`src/matrix_pkg.sv`:
```
`default_nettype none

package matrix_pkg;

    // Digit and matrix geometry.
    localparam int unsigned digit_w = 3;
    localparam int unsigned matrix_n = 8;
    localparam int unsigned row_idx_w = 3;

    // Divisor defaults for a 50 MHz clock.
    localparam int unsigned scan_div_default = 50000;    // 1 kHz row rate.
    localparam int unsigned sec_div_default = 50000000;  // One tick per second.

    // Count loaded by the start pulse.
    localparam logic [digit_w-1:0] start_count = 3'd6;

    // Digits from red_limit upward are red, from yellow_limit upward yellow, below that green.
    localparam logic [digit_w-1:0] red_limit = 3'd4;
    localparam logic [digit_w-1:0] yellow_limit = 3'd2;

    // Colour codes. Bit 0 lights the red columns, bit 1 the green ones.
    localparam logic [1:0] colour_off = 2'b00;
    localparam logic [1:0] colour_red = 2'b01;
    localparam logic [1:0] colour_green = 2'b10;
    localparam logic [1:0] colour_yellow = 2'b11;

endpackage

`default_nettype wire

```
`src/tick_gen.sv`:
```
`default_nettype none

module tick_gen #(
    parameter int unsigned DIV = 1000
) (
    input  wire  clk,
    input  wire  rst,
    input  wire  restart,
    output logic tick
);

    localparam int unsigned cnt_w = (DIV > 1) ? $clog2(DIV) : 1;
    localparam logic [cnt_w-1:0] cnt_last = cnt_w'(DIV - 1);

    logic [cnt_w-1:0] cnt;

    assign tick = (cnt == cnt_last);

    always_ff @(posedge clk or posedge rst)
    begin
        if (rst)
        begin
            cnt <= '0;
        end
        else if (restart || tick)
        begin
            cnt <= '0; // A restart starts a full period from here.
        end
        else
        begin
            cnt <= cnt + cnt_w'(1);
        end
    end

    // Ticks are single pulses unless the divider is 1.
    tick_single_pulse: assert property (
        @(posedge clk) disable iff (rst)
        (DIV > 1) && tick |=> !tick
    );

endmodule

`default_nettype wire

```
`src/countdown_ctrl.sv`:
```
`default_nettype none

module countdown_ctrl import matrix_pkg::*; (
    input  wire                clk,
    input  wire                rst,
    input  wire                st,
    input  wire                sec_tick,
    output logic [digit_w-1:0] digit,
    output logic               active,
    output logic               done
);

    typedef enum logic [1:0] {
        s_idle,
        s_counting,
        s_finished
    } state_t;

    state_t state;

    // Once started the digit stays on the matrix, also after the count has run out.
    assign active = (state != s_idle);
    assign done = (state == s_finished);

    always_ff @(posedge clk or posedge rst)
    begin
        if (rst)
        begin
            state <= s_idle;
            digit <= '0;
        end
        else if (st)
        begin
            state <= s_counting; // Start wins over a tick in the same cycle.
            digit <= start_count;
        end
        else if (state == s_counting && sec_tick && digit != '0)
        begin
            digit <= digit - digit_w'(1);
            if (digit == digit_w'(1))
            begin
                state <= s_finished;
            end
        end
    end

    // The digit only ever counts down from the loaded value.
    digit_in_range: assert property (
        @(posedge clk) disable iff (rst)
        digit <= start_count
    );

    // Finished means the zero glyph is being shown.
    done_at_zero: assert property (
        @(posedge clk) disable iff (rst)
        done |-> digit == '0
    );

endmodule

`default_nettype wire

```
`src/glyph_rom.sv`:
```
`default_nettype none

module glyph_rom import matrix_pkg::*; (
    input  wire  [digit_w-1:0]   digit,
    input  wire  [row_idx_w-1:0] row_index,
    output logic [matrix_n-1:0]  glyph_r,
    output logic [matrix_n-1:0]  glyph_g
);

    logic [matrix_n-1:0] shape;
    logic [1:0]          colour;

    // Glyph bitmaps. Row 0 is left blank on every digit.
    always_comb
    begin
        shape = '0;
        case (digit)
            3'd6:
            begin
                case (row_index)
                    3'd1, 3'd7: shape = 8'b0011_1100;
                    3'd2:       shape = 8'b0110_0000;
                    3'd3:       shape = 8'b0111_1100;
                    3'd4, 3'd5,
                    3'd6:       shape = 8'b0110_0110;
                    default:    shape = '0;
                endcase
            end
            3'd5:
            begin
                case (row_index)
                    3'd1:       shape = 8'b0111_1110;
                    3'd2:       shape = 8'b0110_0000;
                    3'd3:       shape = 8'b0111_1100;
                    3'd4, 3'd5: shape = 8'b0000_0110;
                    3'd6:       shape = 8'b0110_0110;
                    3'd7:       shape = 8'b0011_1100;
                    default:    shape = '0;
                endcase
            end
            3'd4:
            begin
                case (row_index)
                    3'd1, 3'd6,
                    3'd7:       shape = 8'b0000_1100;
                    3'd2:       shape = 8'b0001_1100;
                    3'd3:       shape = 8'b0010_1100;
                    3'd4:       shape = 8'b0100_1100;
                    3'd5:       shape = 8'b0111_1110; // Crossbar of the 4.
                    default:    shape = '0;
                endcase
            end
            3'd3:
            begin
                case (row_index)
                    3'd1, 3'd7: shape = 8'b0011_1100;
                    3'd2, 3'd6: shape = 8'b0110_0110;
                    3'd3, 3'd5: shape = 8'b0000_0110;
                    3'd4:       shape = 8'b0001_1100;
                    default:    shape = '0;
                endcase
            end
            3'd2:
            begin
                case (row_index)
                    3'd1:       shape = 8'b0011_1100;
                    3'd2:       shape = 8'b0110_0110;
                    3'd3:       shape = 8'b0000_0110;
                    3'd4:       shape = 8'b0000_1100;
                    3'd5:       shape = 8'b0011_0000;
                    3'd6:       shape = 8'b0110_0000;
                    3'd7:       shape = 8'b0111_1110;
                    default:    shape = '0;
                endcase
            end
            3'd1:
            begin
                case (row_index)
                    3'd1, 3'd2, 3'd4,
                    3'd5, 3'd6: shape = 8'b0001_1000;
                    3'd3:       shape = 8'b0011_1000;
                    3'd7:       shape = 8'b0111_1110; // Foot of the 1.
                    default:    shape = '0;
                endcase
            end
            3'd0:
            begin
                case (row_index)
                    3'd1, 3'd7: shape = 8'b0011_1100;
                    3'd2, 3'd3, 3'd4,
                    3'd5, 3'd6: shape = 8'b0100_0010;
                    default:    shape = '0;
                endcase
            end
            default:
            begin
                shape = '0;
            end
        endcase
    end

    // Colour by urgency.
    always_comb
    begin
        if (digit > start_count)
        begin
            colour = colour_off;
        end
        else if (digit >= red_limit)
        begin
            colour = colour_red;
        end
        else if (digit >= yellow_limit)
        begin
            colour = colour_yellow; // Red and green together.
        end
        else
        begin
            colour = colour_green;
        end
    end

    assign glyph_r = shape & {matrix_n{colour[0]}};
    assign glyph_g = shape & {matrix_n{colour[1]}};

endmodule

`default_nettype wire

```
`src/matrix_scan.sv`:
```
`default_nettype none

module matrix_scan import matrix_pkg::*; (
    input  wire                  clk,
    input  wire                  rst,
    input  wire                  scan_tick,
    input  wire                  active,
    input  wire  [matrix_n-1:0]  glyph_r,
    input  wire  [matrix_n-1:0]  glyph_g,
    output logic [row_idx_w-1:0] row_index,
    output logic [matrix_n-1:0]  row,
    output logic [matrix_n-1:0]  colr,
    output logic [matrix_n-1:0]  colg
);

    logic [row_idx_w-1:0] row_cnt;

    // The table is looked up for the row that the next tick selects, so
    // row and columns are loaded together on the same edge.
    assign row_index = row_cnt + row_idx_w'(1); // Wraps from 7 to 0.

    always_ff @(posedge clk or posedge rst)
    begin
        if (rst)
        begin
            row_cnt <= row_idx_w'(matrix_n - 1); // First tick selects row 0.
        end
        else if (scan_tick)
        begin
            row_cnt <= row_index;
        end
    end

    always_ff @(posedge clk or posedge rst)
    begin
        if (rst)
        begin
            row <= '1;
            colr <= '0;
            colg <= '0;
        end
        else if (scan_tick)
        begin
            row <= ~(matrix_n'(1) << row_index); // Rows are active low.
            colr <= active ? glyph_r : '0;
            colg <= active ? glyph_g : '0;
        end
    end

    // At most one row is driven at a time.
    row_one_cold: assert property (
        @(posedge clk) disable iff (rst)
        $onehot(~row) || (&row)
    );

endmodule

`default_nettype wire

```
`src/countdown_matrix_top.sv`:
```
`default_nettype none

module countdown_matrix_top import matrix_pkg::*; #(
    parameter int unsigned SCAN_DIV = scan_div_default,
    parameter int unsigned SEC_DIV = sec_div_default
) (
    input  wire                 clk,
    input  wire                 rst,
    input  wire                 st,
    output logic [matrix_n-1:0] row,
    output logic [matrix_n-1:0] colr,
    output logic [matrix_n-1:0] colg,
    output logic                done
);

    logic                 scan_tick;
    logic                 sec_tick;
    logic [digit_w-1:0]   digit;
    logic                 active;
    logic [row_idx_w-1:0] row_index;
    logic [matrix_n-1:0]  glyph_r;
    logic [matrix_n-1:0]  glyph_g;

    tick_gen #(
        .DIV(SCAN_DIV)
    ) u_scan_tick (
        .clk    (clk),
        .rst    (rst),
        .restart(1'b0),
        .tick   (scan_tick)
    );

    // Seconds are counted from the start press.
    tick_gen #(
        .DIV(SEC_DIV)
    ) u_sec_tick (
        .clk    (clk),
        .rst    (rst),
        .restart(st),
        .tick   (sec_tick)
    );

    countdown_ctrl u_ctrl (
        .clk     (clk),
        .rst     (rst),
        .st      (st),
        .sec_tick(sec_tick),
        .digit   (digit),
        .active  (active),
        .done    (done)
    );

    glyph_rom u_glyph (
        .digit    (digit),
        .row_index(row_index),
        .glyph_r  (glyph_r),
        .glyph_g  (glyph_g)
    );

    matrix_scan u_scan (
        .clk      (clk),
        .rst      (rst),
        .scan_tick(scan_tick),
        .active   (active),
        .glyph_r  (glyph_r),
        .glyph_g  (glyph_g),
        .row_index(row_index),
        .row      (row),
        .colr     (colr),
        .colg     (colg)
    );

endmodule

`default_nettype wire

```
`config.mk`:
```
export PLATFORM = sky130hd
export DESIGN_NAME = countdown_matrix_top
export DESIGN_NICKNAME = d
export VERILOG_FILES = /design/src/matrix_pkg.sv /design/src/tick_gen.sv /design/src/countdown_ctrl.sv /design/src/glyph_rom.sv /design/src/matrix_scan.sv /design/src/countdown_matrix_top.sv
export SDC_FILE = /design/constraint.sdc
export NUM_CORES = 1
export LEC_CHECK = 0
export BUFFER_PORTS_ARGS = -buffer_cell sky130_fd_sc_hd__buf_2
export CORE_UTILIZATION = 57
export CTS_CLUSTER_DIAMETER = 50
export DETAILED_ROUTE_END_ITERATION = 16
export PLACE_DENSITY = 0.79
export SYNTH_ARGS = -nofsm -noshare
export SYNTH_HDL_FRONTEND = slang
export SYNTH_HIERARCHICAL = 1
export SYNTH_SLANG_ARGS = --single-unit
```
`constraint.sdc`:
```
create_clock -name clk -period 3.23 [get_ports clk]
set_clock_uncertainty 0.15 [all_clocks]
set_input_delay 0.646 -clock clk [delete_from_list [all_inputs] [get_ports clk]]
set_output_delay 0.646 -clock clk [all_outputs]
set_load 0.005 [all_outputs]
```
==> flow_summary.json, run 1 <==
{
  "crit_chain": "ha_1 -> xnor2_2 -> inv_1 -> or2_1 -> a21o_1 -> a21oi_1 -> a2111oi_0 -> a22o_1",
  "drc": 0,
  "netlist_instances": 453,
  "hold_viol": 0,
  "die_h_microns": 88.8,
  "grt_pass1_wl_mm": 14.5,
  "tightest_slew_ns": 1.04,
  "path_delay_family": "compound AO/OA/AOI/OAI gates",
  "tritoncts": "yes",
  "area_growth_pct": 7.22,
  "synth.area.top_cells": "dfrtp_1 (37%), dfstp_2 (6.7%), xnor2_1 (4.1%)",
  "period_needed_ns": 2.71,
  "die_w_microns": 88.8,
  "drt_iter0_drc": 325,
  "synth-seq-cells": 74,
  "ctsRootBufferMaster": "clkbuf_8",
  "powerDensity_nw_per_um2": 360,
  "path_buf_inv": 1,
  "cts_inserted_buffers": 9,
  "fin_nets": 482,
  "rrSetupSlack_ns": 0.52,
  "setup_viol": 0,
  "grt_pass1_vias": 3318,
  "final_common_cell": "dfrtp_1",
  "synth_edf_count": 0,
  "worstSkewPairLatency_ns": 0.34,
  "num_vias": 3411,
  "seqPwrFrac": 0.566,
  "drtPass1Iterations": 5,
  "clk_pin_slew_ns": 0.08,
  "crit_fanout": 24,
  "grt_overflow": 0,
  "synth_top_area_share": 0.367,
  "yosysWarnings": 6,
  "async_flop_share": 1.00,
  "crit_required_ns": 3.36,
  "power.share.switching": 0.237,
  "drv_cap": 0,
  "synth_flop_cell": "dfrtp_1",
  "clock.fmax_ghz": 0.369,
  "relSlewSlack": 0.306,
  "place_congestion": 0.888,
  "ys_seq_area_frac": 0.434,
  "finalWorstSetupSlack_ns": 0.522,
  "p_leak_nw": 1.97,
  "post-route-period-util": 0.838,
  "fin_setup_tns_ns": 0,
  "p_int_w": 0.00127,
  "cts.hold.buffers_added": 0,
  "p_comb_frac": 0.029,
  "clock_power_share": 0.405,
  "io_buffers": 27,
  "cp.arrival_ns": 2.84,
  "postCtsSetupRepairBufs": 0,
  "status": "finished clean",
  "place_hpwl_mm": 5.84,
  "pre_cts_slack_ns": 0.545,
  "startpoint_type": "flop",
  "antenna-diode-count": 0,
  "cp-end-kind": "flop",
  "ant_nets": 0,
  "ys_types": 66,
  "rr_startpoint": "u_scan/row_cnt[0]$_DFFE_PP1P_",
  "timing.final.max_slew_violations": 0,
  "syn_area_sq_um": 4300,
  "drive_above_1_share": 0.171,
  "reg2reg_depth": 8,
  "mostFrequentLayoutCells": "dfrtp_1 (63), nor2_1 (41), a21oi_1 (31)",
  "grt_max_degree": 28,
  "wl_per_cell_microns": 15.0,
  "yosys.area.top_type": "dfrtp_1",
  "ctsResizeCount": 0,
  "fp.dieArea_sq_um": 7890,
  "viasPerCell": 5.96,
  "row_count": 31,
  "r2r_end": "u_scan/colr[5]$_DFFE_PP0P_",
  "rsz0062_at_grt": "no",
  "slowest_delay_ns": 0.59,
  "start_util": 0.593,
  "n_fill_cell": 632,
  "coreArea_sq_um": 7250,
  "cts_buffer_depth": 2,
  "track_usage": 0.236,
  "cts_num_sinks": 74,
  "htree_num_levels": 3,
  "vdd_drop_max_mv": 0.300,
  "switching_power_w": 0.000394,
  "cpMaxStageDelayCell": "dfstp_2",
  "antenna_found_initial": 0,
  "path_class": "flop to flop",
  "routed_wl_mm": 8.57,
  "synth.avg_cell_area_sq_um": 9.49,
  "io_pins": 28,
  "min_path_type": "input pin to async pin"
}
how the worst max path moves through the flow:
| stage | start | end | slack, ns | cells after the start |
|---|---|---|---|---|
| floorplan | u_sec_tick/cnt[7]$_DFF_PP0_ | u_ctrl/state[0]$_DFFE_PP0P_ | 0.84 | 6 |
| global placement | u_scan/row_cnt[0]$_DFFE_PP1P_ | u_scan/colr[2]$_DFFE_PP0P_ | 0.65 | 9 |
| detailed placement | u_scan/row_cnt[0]$_DFFE_PP1P_ | u_scan/colr[5]$_DFFE_PP0P_ | 0.54 | 8 |
| CTS | u_scan/row_cnt[0]$_DFFE_PP1P_ | u_scan/colr[5]$_DFFE_PP0P_ | 0.51 | 8 |
| global route | u_scan/row_cnt[0]$_DFFE_PP1P_ | u_scan/colr[5]$_DFFE_PP0P_ | 0.34 | 8 |
| finish | u_scan/row_cnt[0]$_DFFE_PP1P_ | u_scan/colr[5]$_DFFE_PP0P_ | 0.52 | 8 |
flip-flops by register name, indices dropped and copies added, names as in the netlist:
signal / flops
u_ctrl/digit: 3
u_ctrl/state: 2
u_scan/colg: 8
u_scan/colr: 8
u_scan/row: 8
u_scan/row_cnt: 3
u_scan_tick/cnt: 16
u_sec_tick/cnt: 26
synth_stat cells, types with 9 or more instances:
master / number
nor2_2: 10
buf_2: 13
ha_1: 11
nand3_1: 18
a22o_1: 18
xnor2_1: 20
a21oi_1: 31
nor2_1: 41
dfstp_2: 11
dfrtp_1: 63
nor2b_1: 12
a31oi_1: 9
nand2_1: 17
inv_1: 28
o21ai_0: 15
per-layer routing:
| metal | global-route usage | vias up | part of all wire |
|---|---|---|---|
| met3 | 0.0336 | 13 | 0.046 |
| met2 | 0.399 | 111 | 0.50 |
| met4 | 0.104 | 0 | 0.015 |
| li1 | - | 1640 | - |
| met1 | 0.301 | 1647 | 0.44 |
| met5 | 0 | - | 0 |
worst register-to-register path: cells and delay by family, from the launching register on:
family | cells | cell delay [ns]
AO/OA/AOI/OAI | 4 | 0.82
XOR/XNOR | 1 | 0.12
adder cells (fa/ha/maj) | 1 | 0.23
buffers and inverters | 1 | 0.49
flip-flops | 1 | 0.59
AND/OR/NAND/NOR | 1 | 0.24
power by group through the flow:
stage / Sequential (W) / Clock, W / Combinational, W
2_1_floorplan: 0.000957 / 0 / 0.0000422
3_3_place_gp: 0.000958 / 0 / 0.0000473
3_5_place_dp: 0.000958 / 0 / 0.0000489
4_1_cts: 0.000941 / 0.000692 / 0.0000494
5_1_grt: 0.000942 / 0.000723 / 0.0000563
6_report: 0.000941 / 0.000673 / 0.0000476
cell type report:
type / count / area, sq um / area share
inverter: 28 / 105 / 0.0228
clock buffer: 10 / 149 / 0.0323
tap: 99 / 124 / 0.0269
sequential: 74 / 1870 / 0.405
timing repair buffer: 31 / 165 / 0.0358
clock inverter: 6 / 40.0 / 0.00869
multi-input combinational: 324 / 2160 / 0.469
kinds of logic after synthesis:
kind of cell,count (synthesis),share of synthesized area
AO/OA/AOI/OAI,109,0.172
XOR/XNOR,29,0.0608
adder cells (fa/ha/maj),12,0.0344
buffers and inverters,59,0.0696
flip-flops,74,0.434
multiplexers,4,0.00961
other,2,0.00175
AND/OR/NAND/NOR,164,0.218
stage by stage:
step / instance area [sq um] / utilization / total power, W / std cells / hold WS [ns]
global placement: 4420 / 0.609 / 0.00101 / 556 / 0.325
CTS: 4610 / 0.635 / 0.00168 / 572 / 0.0758
global route: 4610 / 0.635 / 0.00172 / 572 / 0.103
floorplan: 4310 / - / 0.000999 / 457 / 0.275
detailed placement: 4420 / 0.609 / 0.00101 / 556 / 0.329
finish: 4610 / 0.635 / 0.00166 / 572 / 0.0834
Note: power is estimated with default switching activity, not from simulation.
==> run 2: changes to the inputs <==
Settings changed: ABC_AREA set to 1, PLACE_DENSITY 0.79 to 0.78.
Clock period 3.23 ns to 2.5 ns, I/O delays scaled along.
==> run 2 against run 1 <==
  * Sequential cell count unchanged
  * Design area grew 9.2%
  * Hold slack improved by 0.18 ns
  * Wire length grew 11%
  * Combinational power grew 140%
  * Via count rose by 16%
  * Critical path depth increased by 2
  * Register-to-register slack got worse by 0.33 ns
  * First-iteration DRC count shrank 9.8%
  * Critical endpoint is now u_scan/colg[6]$_DFFE_PP0P_
  * Largest cell class unchanged
==> flow_summary.json, run 2 <==
{
  "final_util": 0.648,
  "timing.final.max_slew_violations": 0,
  "htree_num_levels": 3,
  "drive_above_1_share": 0.150,
  "yosys.area.top_type": "dfrtp_1",
  "p_leak_nw": 2.45,
  "tightest_slew_ns": 0.613,
  "min_path_type": "input pin to flop",
  "yosys-top-cells-count": "nand2_1 (201), nor2_1 (101), inv_1 (68), nand3_1 (64), dfrtp_1 (63)",
  "fp.dieArea_sq_um": 8400,
  "cp-end-kind": "flop",
  "relSlewSlack": 0.591,
  "setup_viol": 0,
  "die_w_microns": 91.7,
  "yosysMostFrequentCell": "nand2_1",
  "coreArea_sq_um": 7770,
  "cts_buffer_depth": 2,
  "drt_iter0_drc": 293,
  "synth_top_area_share": 0.344,
  "grt_pass1_wl_mm": 16.8,
  "wl_per_cell_microns": 12.2,
  "ctsRootBufferMaster": "clkbuf_8",
  "period_needed_ns": 2.31,
  "synth.area.top_cells": "dfrtp_1 (34%), nand2_1 (16%), nor2_1 (8.3%)",
  "post-route-period-util": 0.923,
  "cts_inserted_buffers": 9,
  "ys_seq_area_frac": 0.407,
  "ant_nets": 0,
  "pre_cts_slack_ns": 0.227,
  "reg_top3": "u_sec_tick/cnt (26), u_scan_tick/cnt (16)",
  "netlist_instances": 638,
  "antenna_found_initial": 0,
  "start_util": 0.590,
  "place_congestion": 0.963,
  "postCtsSetupRepairBufs": 0,
  "grt_pass1_vias": 3773,
  "io_pins": 28,
  "finalNonFillerCells": 776,
  "path_class": "flop to flop",
  "vdd_drop_max_mv": 0.266,
  "drtPass1Iterations": 5,
  "crit_fanout": 10,
  "synth_edf_count": 0,
  "synth.avg_cell_area_sq_um": 7.18,
  "place_hpwl_mm": 7.07,
  "grt_max_degree": 35,
  "synth_flop_cell": "dfrtp_1",
  "startpoint_type": "flop",
  "mostFrequentLayoutCells": "nand2_1 (201), nor2_1 (101), inv_1 (68)",
  "clock.fmax_ghz": 0.433,
  "ys_types": 35,
  "status": "finished clean",
  "cp.arrival_ns": 2.39,
  "io_buffers": 27,
  "largest_reg_flops": 26,
  "top_register": "u_sec_tick/cnt",
  "rsz0062_at_grt": "no",
  "die_h_microns": 91.7,
  "drc": 0,
  "tritoncts": "yes",
  "finalWorstSetupSlack_ns": 0.193,
  "syn_area_sq_um": 4580,
  "cts_num_sinks": 74,
  "dp_cells": 759,
  "drv_cap": 0,
  "clk_pin_slew_ns": 0.07,
  "grt_overflow": 0,
  "row_count": 32,
  "synth-seq-cells": 74,
  "viasPerCell": 5.09,
  "track_usage": 0.250,
  "antenna-diode-count": 0,
  "final_common_cell": "nand2_1",
  "n_fill_cell": 706,
  "fin_nets": 683,
  "crit_required_ns": 2.58,
  "area_growth_pct": 9.80,
  "async_flop_share": 1.00,
  "whs_ns": 0.268,
  "routed_wl_mm": 9.49,
  "worstSkewPairLatency_ns": 0.34,
  "yosysWarnings": 6,
  "hold_viol": 0,
  "powerDensity_nw_per_um2": 484,
  "num_vias": 3948,
  "fin_setup_tns_ns": 0
}
[run 2: changes by cell type after synthesis, moves of 13 or more]
cell and delta:
a21oi_1 -29, a22o_1 -18, buf_2 -13, inv_1 +40, nand2_1 +184, nand3_1 +46, nor2_1 +60
[run 2: cells by family after synthesis]
logic type,count (synthesis),synth area share
simple gates,417,0.397
other cells,2,0.00164
flops,74,0.407
compound gates,23,0.0311
fa+ha+maj,11,0.0300
xor+xnor,22,0.0421
buf+inv,89,0.0909
[run 2: worst paths after layout]
| check | startpoint | to | slack (ns) | depth (start not counted) |
|---|---|---|---|---|
| worst max-delay path | u_scan/row_cnt[0]$_DFFE_PP1P_ | u_scan/colg[6]$_DFFE_PP0P_ | 0.19 | 10 |
| worst min-delay path | st | u_sec_tick/cnt[17]$_DFF_PP0_ | 0.27 | 4 |
| worst max register to register | u_scan/row_cnt[0]$_DFFE_PP1P_ | u_scan/colg[6]$_DFFE_PP0P_ | 0.19 | 10 |
| worst min register to register | u_scan/row[7]$_DFFE_PP1P_ | u_scan/row[7]$_DFFE_PP1P_ | 0.32 | 2 |
| max in group asynchronous | rst | u_scan_tick/cnt[14]$_DFF_PP0_ | 1.10 | 3 |
| min in group asynchronous | rst | u_ctrl/digit[1]$_DFFE_PP0P_ | 0.54 | 3 |
[run 2: cell type report]
type | count | area [sq um] | share of cell area
Clock buffer | 11 | 131 | 0.0261
Clock inverter | 5 | 103 | 0.0204
Inverter | 73 | 277 | 0.0550
Multi-Input combinational cell | 478 | 2320 | 0.461
Sequential cell | 74 | 1870 | 0.371
Tap cell | 102 | 128 | 0.0254
Timing Repair Buffer | 33 | 208 | 0.0413
[run 2: worst max-delay path, stage by stage (launching register included)]
cell and delay (ns):
dfstp_2 0.58, ha_1 0.21, nand2_1 0.08, nand2_2 0.18
inv_1 0.15, nand2_1 0.12, o21ai_0 0.14, a21boi_0 0.31
nand3b_1 0.12, nand3_1 0.10, nand2_1 0.06
[run 2: timing repair]
action | 4_1_cts | 5_1_grt
hold buffers | 1 | 0
endpoints found under the hold margin | 5 | 0
gates resized for setup | 0 | 1
endpoints found under the setup margin | 0 | 5
[run 2: power by group]
group	internal, W	leakage [nW]	total (W)	switching, W
clock	0.000662	0.114	0.00110	0.000434
combinational	0.0000347	1.38	0.000113	0.0000787
sequential	0.00121	0.955	0.00122	0.0000166
total	0.00190	2.45	0.00243	0.000529
[run 2: stage by stage]
stage | total power (W) | cell area (sq um)
global placement | 0.00136 | 4780
CTS | 0.00246 | 5030
finish | 0.00243 | 5030
detailed placement | 0.00136 | 4780
global route | 0.00254 | 5030
floorplan | 0.00134 | 4590
[run 2: layer usage]
metal | vias to the layer above | global-route usage | share of wire | wire, microns
met3 | 8 | 0.0448 | 0.049 | 468
met5 | - | 0 | 0 | 0
li1 | 2027 | - | - | -
met1 | 1800 | 0.337 | 0.47 | 4450
met2 | 113 | 0.408 | 0.47 | 4470
met4 | 0 | 0.0807 | 0.011 | 101
